**src/logic/creg_pkg.sv**
```systemverilog
// Shared types for the control-register subsystem
// Four threads per core; index and bitmap widths follow from that count

package creg_pkg;

	localparam int THREADS_PER_CORE = 4;
	localparam int ASID_WIDTH = 8;

	typedef logic [31:0] scalar_t;
	typedef logic [$clog2(THREADS_PER_CORE)-1:0] thread_idx_t;
	typedef logic [THREADS_PER_CORE-1:0] thread_bitmap_t;
	typedef logic [3:0] subcycle_t;

	typedef enum logic [3:0] {
		TR_RESET,
		TR_ILLEGAL_INSTRUCTION,
		TR_PRIVILEGED_OP,
		TR_ITLB_MISS,
		TR_DTLB_MISS,
		TR_PAGE_FAULT,
		TR_SYSCALL
	} trap_reason_t;

	// Undefined indices are legal and read back as all ones
	typedef enum logic [4:0] {
		CR_THREAD_ID = 5'd0,
		CR_FLAGS,
		CR_SAVED_FLAGS,
		CR_TRAP_PC,
		CR_TRAP_REASON,
		CR_TRAP_HANDLER,
		CR_TRAP_ADDRESS,
		CR_TLB_MISS_HANDLER,
		CR_CYCLE_COUNT,
		CR_SCRATCHPAD0,
		CR_SCRATCHPAD1,
		CR_SUBCYCLE,
		CR_CURRENT_ASID
	} control_register_t;

	typedef enum logic [1:0] {
		OP_READ,
		OP_WRITE,
		OP_TRAP,
		OP_ERET
	} creg_op_t;

	// Flags view of a register word with interrupt enable in bit 0
	typedef struct packed {
		logic [28:0] reserved;
		logic supervisor_en;
		logic mmu_en;
		logic interrupt_en;
	} flags_t;

	typedef union packed {
		scalar_t raw;
		flags_t flags;
	} creg_value_u;

	typedef struct packed {
		creg_op_t op;
		thread_idx_t thread;
		control_register_t index;
		creg_value_u value;
		trap_reason_t trap_reason;
		scalar_t trap_pc;
		scalar_t trap_addr;
		subcycle_t subcycle;
	} creg_request_t;

	typedef struct packed {
		thread_idx_t thread;
		trap_reason_t reason;
		scalar_t pc;
		scalar_t access_addr;
		subcycle_t subcycle;
	} trap_event_t;

	typedef struct packed {
		thread_idx_t thread;
		scalar_t pc;
		subcycle_t subcycle;
	} redirect_t;

endpackage

```
**src/logic/creg_access_port.sv**
```systemverilog
// One request per cycle with no back-pressure; strobes come one cycle after the request
// Privilege is checked against the flags as they stand when the strobe goes out

`timescale 1ns/1ps

module creg_access_port
	(input                              clk,
	input                               reset,
	input                               req_valid,
	input creg_pkg::creg_request_t      req,
	input creg_pkg::thread_bitmap_t     supervisor_en,
	output logic                        rd_en,
	output logic                        wr_en,
	output logic                        eret_en,
	output logic                        trap_en,
	output creg_pkg::thread_idx_t       acc_thread,
	output creg_pkg::control_register_t acc_index,
	output creg_pkg::creg_value_u       acc_value,
	output creg_pkg::trap_event_t       trap);

	import creg_pkg::*;

	logic valid_q;
	creg_request_t req_q;
	logic user_mode;

	always_ff @(posedge clk, posedge reset)
	begin
		if (reset)
			valid_q <= 1'b0;
		else
			valid_q <= req_valid;
	end

	always_ff @(posedge clk)
	begin
		if (req_valid)
			req_q <= req;
	end

	assign user_mode = !supervisor_en[req_q.thread];
	assign acc_thread = req_q.thread;
	assign acc_index = req_q.index;
	assign acc_value = req_q.value;

	always_comb
	begin
		rd_en = 1'b0;
		wr_en = 1'b0;
		eret_en = 1'b0;
		trap_en = 1'b0;

		// Thread travels with every operation since the redirect for a return needs it
		trap.thread = req_q.thread;
		trap.reason = req_q.trap_reason;
		trap.pc = req_q.trap_pc;
		trap.access_addr = req_q.trap_addr;
		trap.subcycle = req_q.subcycle;

		if (valid_q)
		begin
			if (req_q.op != OP_TRAP && user_mode)
			begin
				// Register access or return from user mode
				trap_en = 1'b1;
				trap.reason = TR_PRIVILEGED_OP;
				trap.access_addr = '0;
				trap.subcycle = '0;
			end
			else
			begin
				case (req_q.op)
					OP_READ:  rd_en = 1'b1;
					OP_WRITE: wr_en = 1'b1;
					OP_TRAP:  trap_en = 1'b1;
					default:  eret_en = 1'b1;
				endcase
			end
		end
	end

endmodule

```
**src/logic/control_registers.sv**
```systemverilog
// Per-thread and shared control registers; state changes on the edge ending a strobe
// Read data is registered, so it appears together with the updated state
// TRAP_REASON, TRAP_ADDRESS, CYCLE_COUNT and THREAD_ID are read only

`timescale 1ns/1ps

module control_registers
	#(parameter int CORE_ID = 0)
	(input                              clk,
	input                               reset,
	input                               rd_en,
	input                               wr_en,
	input                               eret_en,
	input                               trap_en,
	input creg_pkg::thread_idx_t        acc_thread,
	input creg_pkg::control_register_t  acc_index,
	input creg_pkg::creg_value_u        acc_value,
	input creg_pkg::trap_event_t        trap,
	output logic                        read_valid,
	output creg_pkg::scalar_t           read_data,
	output creg_pkg::thread_bitmap_t    supervisor_en,
	output creg_pkg::thread_bitmap_t    mmu_en,
	output creg_pkg::thread_bitmap_t    interrupt_en,
	output logic [creg_pkg::THREADS_PER_CORE-1:0][creg_pkg::ASID_WIDTH-1:0] current_asid,
	output creg_pkg::scalar_t           eret_address,
	output creg_pkg::subcycle_t         eret_subcycle,
	output creg_pkg::scalar_t           trap_handler,
	output creg_pkg::scalar_t           tlb_miss_handler);

	import creg_pkg::*;

	thread_bitmap_t saved_supervisor_en;
	thread_bitmap_t saved_mmu_en;
	thread_bitmap_t saved_interrupt_en;
	scalar_t trap_pc[THREADS_PER_CORE];
	trap_reason_t trap_reason[THREADS_PER_CORE];
	scalar_t trap_addr[THREADS_PER_CORE];
	subcycle_t subcycle[THREADS_PER_CORE];
	scalar_t scratchpad[2][THREADS_PER_CORE];
	scalar_t cycle_count;
	creg_value_u cur_flags;
	creg_value_u prev_flags;
	logic tlb_miss;

	// Flags of the accessing thread packed into register words
	always_comb
	begin
		cur_flags.raw = '0;
		cur_flags.flags.supervisor_en = supervisor_en[acc_thread];
		cur_flags.flags.mmu_en = mmu_en[acc_thread];
		cur_flags.flags.interrupt_en = interrupt_en[acc_thread];
		prev_flags.raw = '0;
		prev_flags.flags.supervisor_en = saved_supervisor_en[acc_thread];
		prev_flags.flags.mmu_en = saved_mmu_en[acc_thread];
		prev_flags.flags.interrupt_en = saved_interrupt_en[acc_thread];
	end

	assign tlb_miss = trap.reason == TR_ITLB_MISS || trap.reason == TR_DTLB_MISS;
	assign eret_address = trap_pc[acc_thread];
	assign eret_subcycle = subcycle[acc_thread];

	always_ff @(posedge clk, posedge reset)
	begin
		if (reset)
		begin
			// Threads come up in supervisor mode with translation off
			supervisor_en <= '1;
			mmu_en <= '0;
			interrupt_en <= '0;
			saved_supervisor_en <= '0;
			saved_mmu_en <= '0;
			saved_interrupt_en <= '0;
			current_asid <= '0;
			for (int i = 0; i < THREADS_PER_CORE; i++)
			begin
				trap_pc[i] <= '0;
				trap_reason[i] <= TR_RESET;
				trap_addr[i] <= '0;
				subcycle[i] <= '0;
				scratchpad[0][i] <= '0;
				scratchpad[1][i] <= '0;
			end
			trap_handler <= '0;
			tlb_miss_handler <= '0;
			cycle_count <= '0;
			read_valid <= 1'b0;
			read_data <= '0;
		end
		else
		begin
			cycle_count <= cycle_count + 1'b1;
			read_valid <= rd_en;

			if (trap_en)
			begin
				saved_supervisor_en[trap.thread] <= supervisor_en[trap.thread];
				saved_mmu_en[trap.thread] <= mmu_en[trap.thread];
				saved_interrupt_en[trap.thread] <= interrupt_en[trap.thread];
				trap_pc[trap.thread] <= trap.pc;
				trap_reason[trap.thread] <= trap.reason;
				trap_addr[trap.thread] <= trap.access_addr;
				subcycle[trap.thread] <= trap.subcycle;
				supervisor_en[trap.thread] <= 1'b1;
				interrupt_en[trap.thread] <= 1'b0;

				// Handler must run untranslated after a TLB miss
				if (tlb_miss)
					mmu_en[trap.thread] <= 1'b0;
			end
			else if (eret_en)
			begin
				supervisor_en[acc_thread] <= saved_supervisor_en[acc_thread];
				mmu_en[acc_thread] <= saved_mmu_en[acc_thread];
				interrupt_en[acc_thread] <= saved_interrupt_en[acc_thread];
			end
			else if (wr_en)
			begin
				case (acc_index)
					CR_FLAGS:
					begin
						supervisor_en[acc_thread] <= acc_value.flags.supervisor_en;
						mmu_en[acc_thread] <= acc_value.flags.mmu_en;
						interrupt_en[acc_thread] <= acc_value.flags.interrupt_en;
					end

					CR_SAVED_FLAGS:
					begin
						saved_supervisor_en[acc_thread] <= acc_value.flags.supervisor_en;
						saved_mmu_en[acc_thread] <= acc_value.flags.mmu_en;
						saved_interrupt_en[acc_thread] <= acc_value.flags.interrupt_en;
					end

					CR_TRAP_PC:          trap_pc[acc_thread] <= acc_value.raw;
					CR_TRAP_HANDLER:     trap_handler <= acc_value.raw;
					CR_TLB_MISS_HANDLER: tlb_miss_handler <= acc_value.raw;
					CR_SCRATCHPAD0:      scratchpad[0][acc_thread] <= acc_value.raw;
					CR_SCRATCHPAD1:      scratchpad[1][acc_thread] <= acc_value.raw;
					CR_SUBCYCLE:         subcycle[acc_thread] <= subcycle_t'(acc_value.raw);
					CR_CURRENT_ASID:
						current_asid[acc_thread] <= acc_value.raw[ASID_WIDTH-1:0];
					default:
						;
				endcase
			end

			if (rd_en)
			begin
				case (acc_index)
					CR_THREAD_ID:
						read_data <= (scalar_t'(CORE_ID) << $bits(thread_idx_t))
							| scalar_t'(acc_thread);
					CR_FLAGS:            read_data <= cur_flags.raw;
					CR_SAVED_FLAGS:      read_data <= prev_flags.raw;
					CR_TRAP_PC:          read_data <= trap_pc[acc_thread];
					CR_TRAP_REASON:      read_data <= scalar_t'(trap_reason[acc_thread]);
					CR_TRAP_HANDLER:     read_data <= trap_handler;
					CR_TRAP_ADDRESS:     read_data <= trap_addr[acc_thread];
					CR_TLB_MISS_HANDLER: read_data <= tlb_miss_handler;
					CR_CYCLE_COUNT:      read_data <= cycle_count;
					CR_SCRATCHPAD0:      read_data <= scratchpad[0][acc_thread];
					CR_SCRATCHPAD1:      read_data <= scratchpad[1][acc_thread];
					CR_SUBCYCLE:         read_data <= scalar_t'(subcycle[acc_thread]);
					CR_CURRENT_ASID:     read_data <= scalar_t'(current_asid[acc_thread]);
					default:             read_data <= '1;
				endcase
			end
		end
	end

	// Both come from one request slot, so they can never coincide
	assert property (@(posedge clk) disable iff (reset) !(trap_en && eret_en))
		else $error("trap and return in the same cycle");

	assert property (@(posedge clk) disable iff (reset) !(rd_en && wr_en))
		else $error("register read and write in the same cycle");

endmodule

```
**src/logic/trap_redirect.sv**
```systemverilog
// Fetch redirect, registered on the same edge that updates the trap state
// Handler and saved pc are sampled before that edge

`timescale 1ns/1ps

module trap_redirect
	(input                          clk,
	input                           reset,
	input                           trap_en,
	input                           eret_en,
	input creg_pkg::trap_event_t    trap,
	input creg_pkg::scalar_t        trap_handler,
	input creg_pkg::scalar_t        tlb_miss_handler,
	input creg_pkg::scalar_t        eret_address,
	input creg_pkg::subcycle_t      eret_subcycle,
	output logic                    redirect_valid,
	output creg_pkg::redirect_t     redirect);

	import creg_pkg::*;

	redirect_t next_redirect;

	always_comb
	begin
		// On a return the event carries only the thread
		next_redirect.thread = trap.thread;
		if (trap_en)
		begin
			if (trap.reason == TR_ITLB_MISS || trap.reason == TR_DTLB_MISS)
				next_redirect.pc = tlb_miss_handler;
			else
				next_redirect.pc = trap_handler;

			next_redirect.subcycle = '0;
		end
		else
		begin
			// Resume the faulting instruction where it left off
			next_redirect.pc = eret_address;
			next_redirect.subcycle = eret_subcycle;
		end
	end

	always_ff @(posedge clk, posedge reset)
	begin
		if (reset)
		begin
			redirect_valid <= 1'b0;
			redirect <= '0;
		end
		else
		begin
			redirect_valid <= trap_en || eret_en;
			if (trap_en || eret_en)
				redirect <= next_redirect;
		end
	end

endmodule

```
**src/logic/creg_subsys_top.sv**
```systemverilog
// Control-register subsystem of one core, fixed two-cycle latency for every operation
// CORE_ID appears in the upper bits of CR_THREAD_ID reads

`timescale 1ns/1ps

module creg_subsys_top
	#(parameter int CORE_ID = 3)
	(input                              clk,
	input                               reset,
	input                               req_valid,
	input creg_pkg::creg_request_t      req,
	output logic                        read_valid,
	output creg_pkg::scalar_t           read_data,
	output logic                        redirect_valid,
	output creg_pkg::redirect_t         redirect,
	output creg_pkg::thread_bitmap_t    supervisor_en,
	output creg_pkg::thread_bitmap_t    mmu_en,
	output creg_pkg::thread_bitmap_t    interrupt_en,
	output logic [creg_pkg::THREADS_PER_CORE-1:0][creg_pkg::ASID_WIDTH-1:0] current_asid);

	import creg_pkg::*;

	logic rd_en;
	logic wr_en;
	logic eret_en;
	logic trap_en;
	thread_idx_t acc_thread;
	control_register_t acc_index;
	creg_value_u acc_value;
	trap_event_t trap;
	scalar_t eret_address;
	subcycle_t eret_subcycle;
	scalar_t trap_handler;
	scalar_t tlb_miss_handler;

	creg_access_port i_access_port(.*);

	control_registers #(.CORE_ID(CORE_ID)) i_control_registers(.*);

	trap_redirect i_trap_redirect(.*);

endmodule

```
**config.mk**
```make
export PLATFORM = sky130hd
export DESIGN_NAME = creg_subsys_top
export DESIGN_NICKNAME = d
export VERILOG_FILES = /design/src/logic/creg_pkg.sv /design/src/logic/creg_access_port.sv /design/src/logic/control_registers.sv /design/src/logic/trap_redirect.sv /design/src/logic/creg_subsys_top.sv
export SDC_FILE = /design/constraint.sdc
export NUM_CORES = 2
export LEC_CHECK = 0
export BUFFER_PORTS_ARGS = -buffer_cell sky130_fd_sc_hd__buf_2
export CORE_MARGIN = 2
export CORE_UTILIZATION = 41
export DETAILED_ROUTE_END_ITERATION = 8
export HOLD_SLACK_MARGIN = 0.12
export SLEW_MARGIN = 20
export SYNTH_ARGS = -nofsm -noshare
export SYNTH_HDL_FRONTEND = slang
export SYNTH_SLANG_ARGS = --single-unit
```
**constraint.sdc**
```tcl
create_clock -name clk -period 25.5 [get_ports clk]
set_input_delay 2.55 -clock clk [delete_from_list [all_inputs] [get_ports clk]]
set_output_delay 2.55 -clock clk [all_outputs]
set_load 0.01 [all_outputs]
```
# ---- After elaboration in Yosys (flattened, before gate mapping)
# Cells that the tools add are included.
dict set report word_totals {
  out_inout_bits 116
  reg_bits 882
  inputBits 116
}
dict set report classes {
  addsub 1
  n_lt_le_gt_ge 4
  eq_ne 19
  n_reduce_logical 25
  n_mux 113
  n_bitwise 7
}
# operator count
set ops {}
lappend ops {{128-bit bitwise mux} 5}
lappend ops {{128-bit 2-to-1 mux} 4}
lappend ops {{32-bit case mux with 13 select lines} 1}
lappend ops {{32-bit 2-to-1 mux} 10}
lappend ops {{32-bit binary-select mux with 2-bit select} 4}
lappend ops {{4-bit 2-to-1 mux} 32}
lappend ops {{36-bit 2-to-1 mux} 3}
lappend ops {{32-bit demux with 2-bit select} 1}
lappend ops {{16-bit 2-to-1 mux} 4}
lappend ops {{16-bit bitwise mux} 3}
lappend ops {{4-bit bitwise mux} 12}
lappend ops {{32-bit by 1-bit adder with 32-bit output, second input constant} 1}
lappend ops {{32-bit bitwise mux} 1}
lappend ops {{5-bit by 4-bit equality test with 1-bit output, second input constant} 5}
lappend ops {{5-bit by 3-bit equality test with 1-bit output, second input constant} 4}
lappend ops {{4-bit AND reduction} 5}
lappend ops {{1-bit 2-to-1 mux} 19}
lappend ops {{4-bit binary-select mux with 2-bit select} 2}
lappend ops {{8-bit binary-select mux with 2-bit select} 1}
lappend ops {{8-bit demux with 2-bit select} 1}
lappend ops {{8-bit 2-to-1 mux} 2}
lappend ops {{1-bit binary-select mux with 2-bit select} 6}
lappend ops {{3-bit AND reduction} 4}
lappend ops {{5-bit by 2-bit equality test with 1-bit output, second input constant} 2}
lappend ops {{other kinds (27)} 37}

# ---- Longest topological paths before layout
dict set report depth {
  ltp_word 10
  depth_mapped 9
  ltp_nobuf 5
}

# ---- By module
# From an unflattened synthesis, not the netlist that was laid out.
dict set report unflattened {
  hier_cells 3150
  hier_area_um2 40711.5
}
# module cells_each seq_area_each_um2 instances area_each_um2
set modules_own_cells {}
lappend modules_own_cells {control_registers 2657 18247.5 1 33863.7}
lappend modules_own_cells {creg_access_port 250 3418.3 1 4500.6}
lappend modules_own_cells {trap_redirect 243 975.9 1 2347.3}

# ---- Worst setup path before layout
# No wires, ideal clock.
dict set report synth_path {
  path_type {register -> output}
  start {register i_control_registers.supervisor_en[0]}
  end {output supervisor_en[0]}
  path_stages_with_launch 1
  required_time_ns 22.950
  arrival_time_ns 0.535
  setup_slack_ns 22.415
  n_path_buf 0
  cell_sequence {dfstp_2}
}
# element line
set synth_rtl {}
lappend synth_rtl {{start, declared} control_registers.sv:21} ;# output creg_pkg::thread_bitmap_t supervisor_en,
lappend synth_rtl {{start signal, assigned by index} control_registers.sv:112} ;# supervisor_en[acc_thread] <= saved_supervisor_en[acc_thread];
lappend synth_rtl {{start signal, assigned by index} control_registers.sv:121} ;# supervisor_en[acc_thread] <= acc_value.flags.supervisor_en;
lappend synth_rtl {{end, declared} creg_subsys_top.sv:16} ;# output creg_pkg::thread_bitmap_t supervisor_en,
# No word-level cell between the ends.

==> metrics <==
Final Routed Wirelength between 100,000 and 150,000 um; clock-pin slew on the worst setup and hold paths approximately 0.06 ns; Cells after Synth 2,787; number of flip-flops and latches in the synthesized netlist between 800 and 900; All-Layer GR Usage 0.230; Critical Path Slowest Stage Cell buf_4; setup violation total in the final timing report 0; post-CTS setup buffer count 0; total power divided by cell area 92.1 nW/um^2; synthesized netlist net count 2,904; Area Overhead vs Synth 13.6%; sum of net half-perimeters after detailed placement 68,100 um; number of ports placed on the die boundary 232; required time at the endpoint of the critical path 26.15 ns; library cell with the highest instance count after synthesis dfrtp_1; setup TNS 0 ns; level count of the clock H-tree 3; die height 308 um; share of layout cells above drive strength 1 0.324; class of the tightest hold or removal check reg -> reg; number of enable flip-flop cells after synthesis 113; Synth area leader dfrtp_1; portion of the clock cycle consumed by the worst path in the final layout 0.205; fill cell total of the finished layout between 7,000 and 8,000; pin count of the biggest net entering global routing roughly 200; number of buffers created by CTS between 80 and 90; width of the die ~300 um; maximum achievable frequency 192 MHz; via count of the first global-routing pass 25,677; clock buffer depth 3; global-route wire length before repair 164,000 um; async set-or-reset flop fraction in the synthesized netlist 0.872; Pins Over Slew Limit 0; hold slack final 0.474 ns; effective utilization at floorplan 0.413; overall overflow remaining after global route 0; endpoint arrival time on the critical path 5.87 ns; CTS tree yes; startpoint type of the worst setup path input port; crit-path cells buf_2, inv_8, buf_4, buf_4, buf_16, buf_4; slew at the pin closest to its max-slew limit 1.14 ns; ys flop type dfrtp_1; max capacitance violation total 0; first-pass iteration count of the detailed router 6; routed wire length per instance 25.7 um; number of distinct standard cells referenced by the synthesized netlist between 50 and 60; number of sinks handled by clock tree synthesis 882; net count of the finished layout 3,053; ranking of synthesized cells by area dfrtp_1 (51%), mux2_2 (11%), edfxtp_1 (9.0%), mux4_2 (8.9%), o21ai_0 (3.8%); 1st-iter DRT viols 2,235; most used cell, CP buf_4; Peak VDD IR 0.0493 mV; RSZ-0062 raised after global routing no; Final GP Congestion 0.854; share of synthesized area occupied by flip-flops and latches 0.599; category of the critical setup timing path in -> async; Netlist Area Pre-Place 37,800 um^2; maximum single-stage delay on the critical path ~0.86 ns; commonest cells in the netlist dfrtp_1 (765), mux2_2 (369), nand2_1 (362); total vias in the final route between 20,000 and 25,000; number of rows in the core area 111; outcome complete, no violations; leakage power of the design a little under 20 nW; worst-path fanout max 138; final clock skew approximately 0.022 ns; root buffer cell clkbuf_16; syn_area_per_cell 13.6 um^2; Synth top area share 0.506; Post-CTS Hold Fix Bufs 0; Std-Cell Core Area ~90,000 um^2; remaining number of nets flagged by the antenna check after routing 0; clock latency reported for the late side of the worst-skew pair 0.66 ns; number of port buffers 231; crit path time final between 5 and 6 ns; count of cells resized by post-cts repair 0; area of the die 94,700 um^2; type of destination of the critical path async pin; DRC errors left 0; count of endpoints failing hold in the final timing report 0; number of synthesis warnings 0; via count normalized by instance count about 5.9; initial antenna violation count 1; tightest slew margin relative to the limit 0.240
## placed cells by master, fill, tap and decap left out, types with 5 or more instances in the layout
master / synthesis / final
a21o_1: 5 / 5
a21oi_1: 13 / 12
a222oi_1: 28 / 28
a22oi_1: 98 / 98
a32oi_1: 5 / 5
buf_2: 59 / 230
buf_4: 2 / 42
clkbuf_1: 148 / 25
clkbuf_16: 0 / 92
clkbuf_8: 0 / 18
clkinv_2: 0 / 17
dfrtp_1: 765 / 765
edfxtp_1: 113 / 113
inv_1: 13 / 12
mux2_1: 15 / 15
mux2_2: 369 / 369
mux2i_1: 63 / 63
mux4_2: 150 / 150
nand2_1: 362 / 359
nand2b_1: 11 / 8
nand3_1: 54 / 50
nand4_1: 14 / 14
nor2_1: 21 / 20
nor2b_1: 9 / 9
nor3_1: 8 / 7
nor3_4: 3 / 10
o21ai_0: 289 / 289
o21ai_1: 30 / 30
o22a_1: 30 / 30
o31ai_1: 5 / 5
xnor2_1: 18 / 18
xor2_1: 12 / 12
## worst paths after layout
path                                                             startpoint                                              end  slack (ns)  depth (start not counted)
min                             i_control_registers.trap_pc[21]$_DFFE_PP0P_      i_control_registers.trap_pc[21]$_DFFE_PP0P_        0.47                          2
min in group asynchronous                                             reset   i_control_registers.scratchpad[22]$_DFFE_PP0P_        2.08                          2
max reg2reg                           i_access_port.acc_thread[1]$_DFFE_PP_  i_control_registers.scratchpad[179]$_DFFE_PP0P_       21.63                          6
max                                                                   reset      i_control_registers.subcycle[1]$_DFFE_PP0P_       20.28                          6
max in group clk           i_control_registers.supervisor_en[3]$_DFFE_PP1P_                                 supervisor_en[3]       21.60                          1
min reg2reg                     i_control_registers.trap_pc[21]$_DFFE_PP0P_      i_control_registers.trap_pc[21]$_DFFE_PP0P_        0.47                          2
## state kept, by name, indices dropped and copies added (netlist names), 5 cells and up
signal,count
i_control_registers.trap_reason,16
i_control_registers.scratchpad,256
i_control_registers.subcycle,16
i_trap_redirect.redirect,38
i_control_registers.tlb_miss_handler,32
i_control_registers.trap_pc,128
i_control_registers.current_asid,32
i_access_port.req_q,42
i_control_registers.trap_handler,32
i_control_registers.read_data,32
i_access_port.acc_index,5
i_access_port.acc_value,32
i_control_registers.cycle_count,32
i_control_registers.trap_addr,128
i_access_port.trap,32
## per-layer routing
layer	global-route usage	wire length, um	up-vias
met2	0.371	51800	823
met4	0.0752	2960	0
met3	0.0361	6110	178
met1	0.319	47100	13024
li1	-	-	10545
met5	0	0	-
## report_power, final
group          internal, W  switching, W  leakage (nW)
clock network     0.000727      0.000551          1.41
registers          0.00173      0.000200          11.3
logic             0.000314      0.000430          7.04
total              0.00278       0.00118          19.7
## through the flow
step,util,total power [W],worst slack (ns),instances,instance area (um^2)
2_1_floorplan,-,0.00237,1.37,2787,37800
3_3_place_gp,0.437,0.00263,19.40,4029,40000
3_5_place_dp,0.437,0.00270,19.20,4029,40000
4_1_cts,0.468,0.00398,19.87,4190,42900
5_1_grt,0.469,0.00415,19.75,4192,42900
6_report,0.469,0.00396,20.28,4193,42900
## critical path, delay by kind of cell
family   cells  cell delay, ns
buf+inv      6            3.11
## layout make-up
| cell class | count | area (um^2) | area share |
|---|---|---|---|
| flip-flops and latches | 882 | 22600 | 0.527 |
| multi-input cells | 1673 | 14300 | 0.334 |
| clock buffers | 135 | 2640 | 0.0616 |
| repair buffers | 277 | 1560 | 0.0364 |
| well taps | 1186 | 1480 | 0.0346 |
| clock inverters | 26 | 205 | 0.00478 |
| inverters | 13 | 56.3 | 0.00131 |
| diodes | 1 | 2.50 | 0.0000583 |
## logic make-up (layout without fill, tap and decap cells)
family	count (synthesis)	count (layout)	synth area share
simple gates	523	523	0.0625
compound gates	522	522	0.0850
other cells	0	1	0
mux	597	597	0.220
buf+inv	232	451	0.0260
xor+xnor	30	30	0.00695
flops	882	882	0.599
fa+ha+maj	1	1	0.000331
Note: power is estimated with default switching activity, not from simulation.
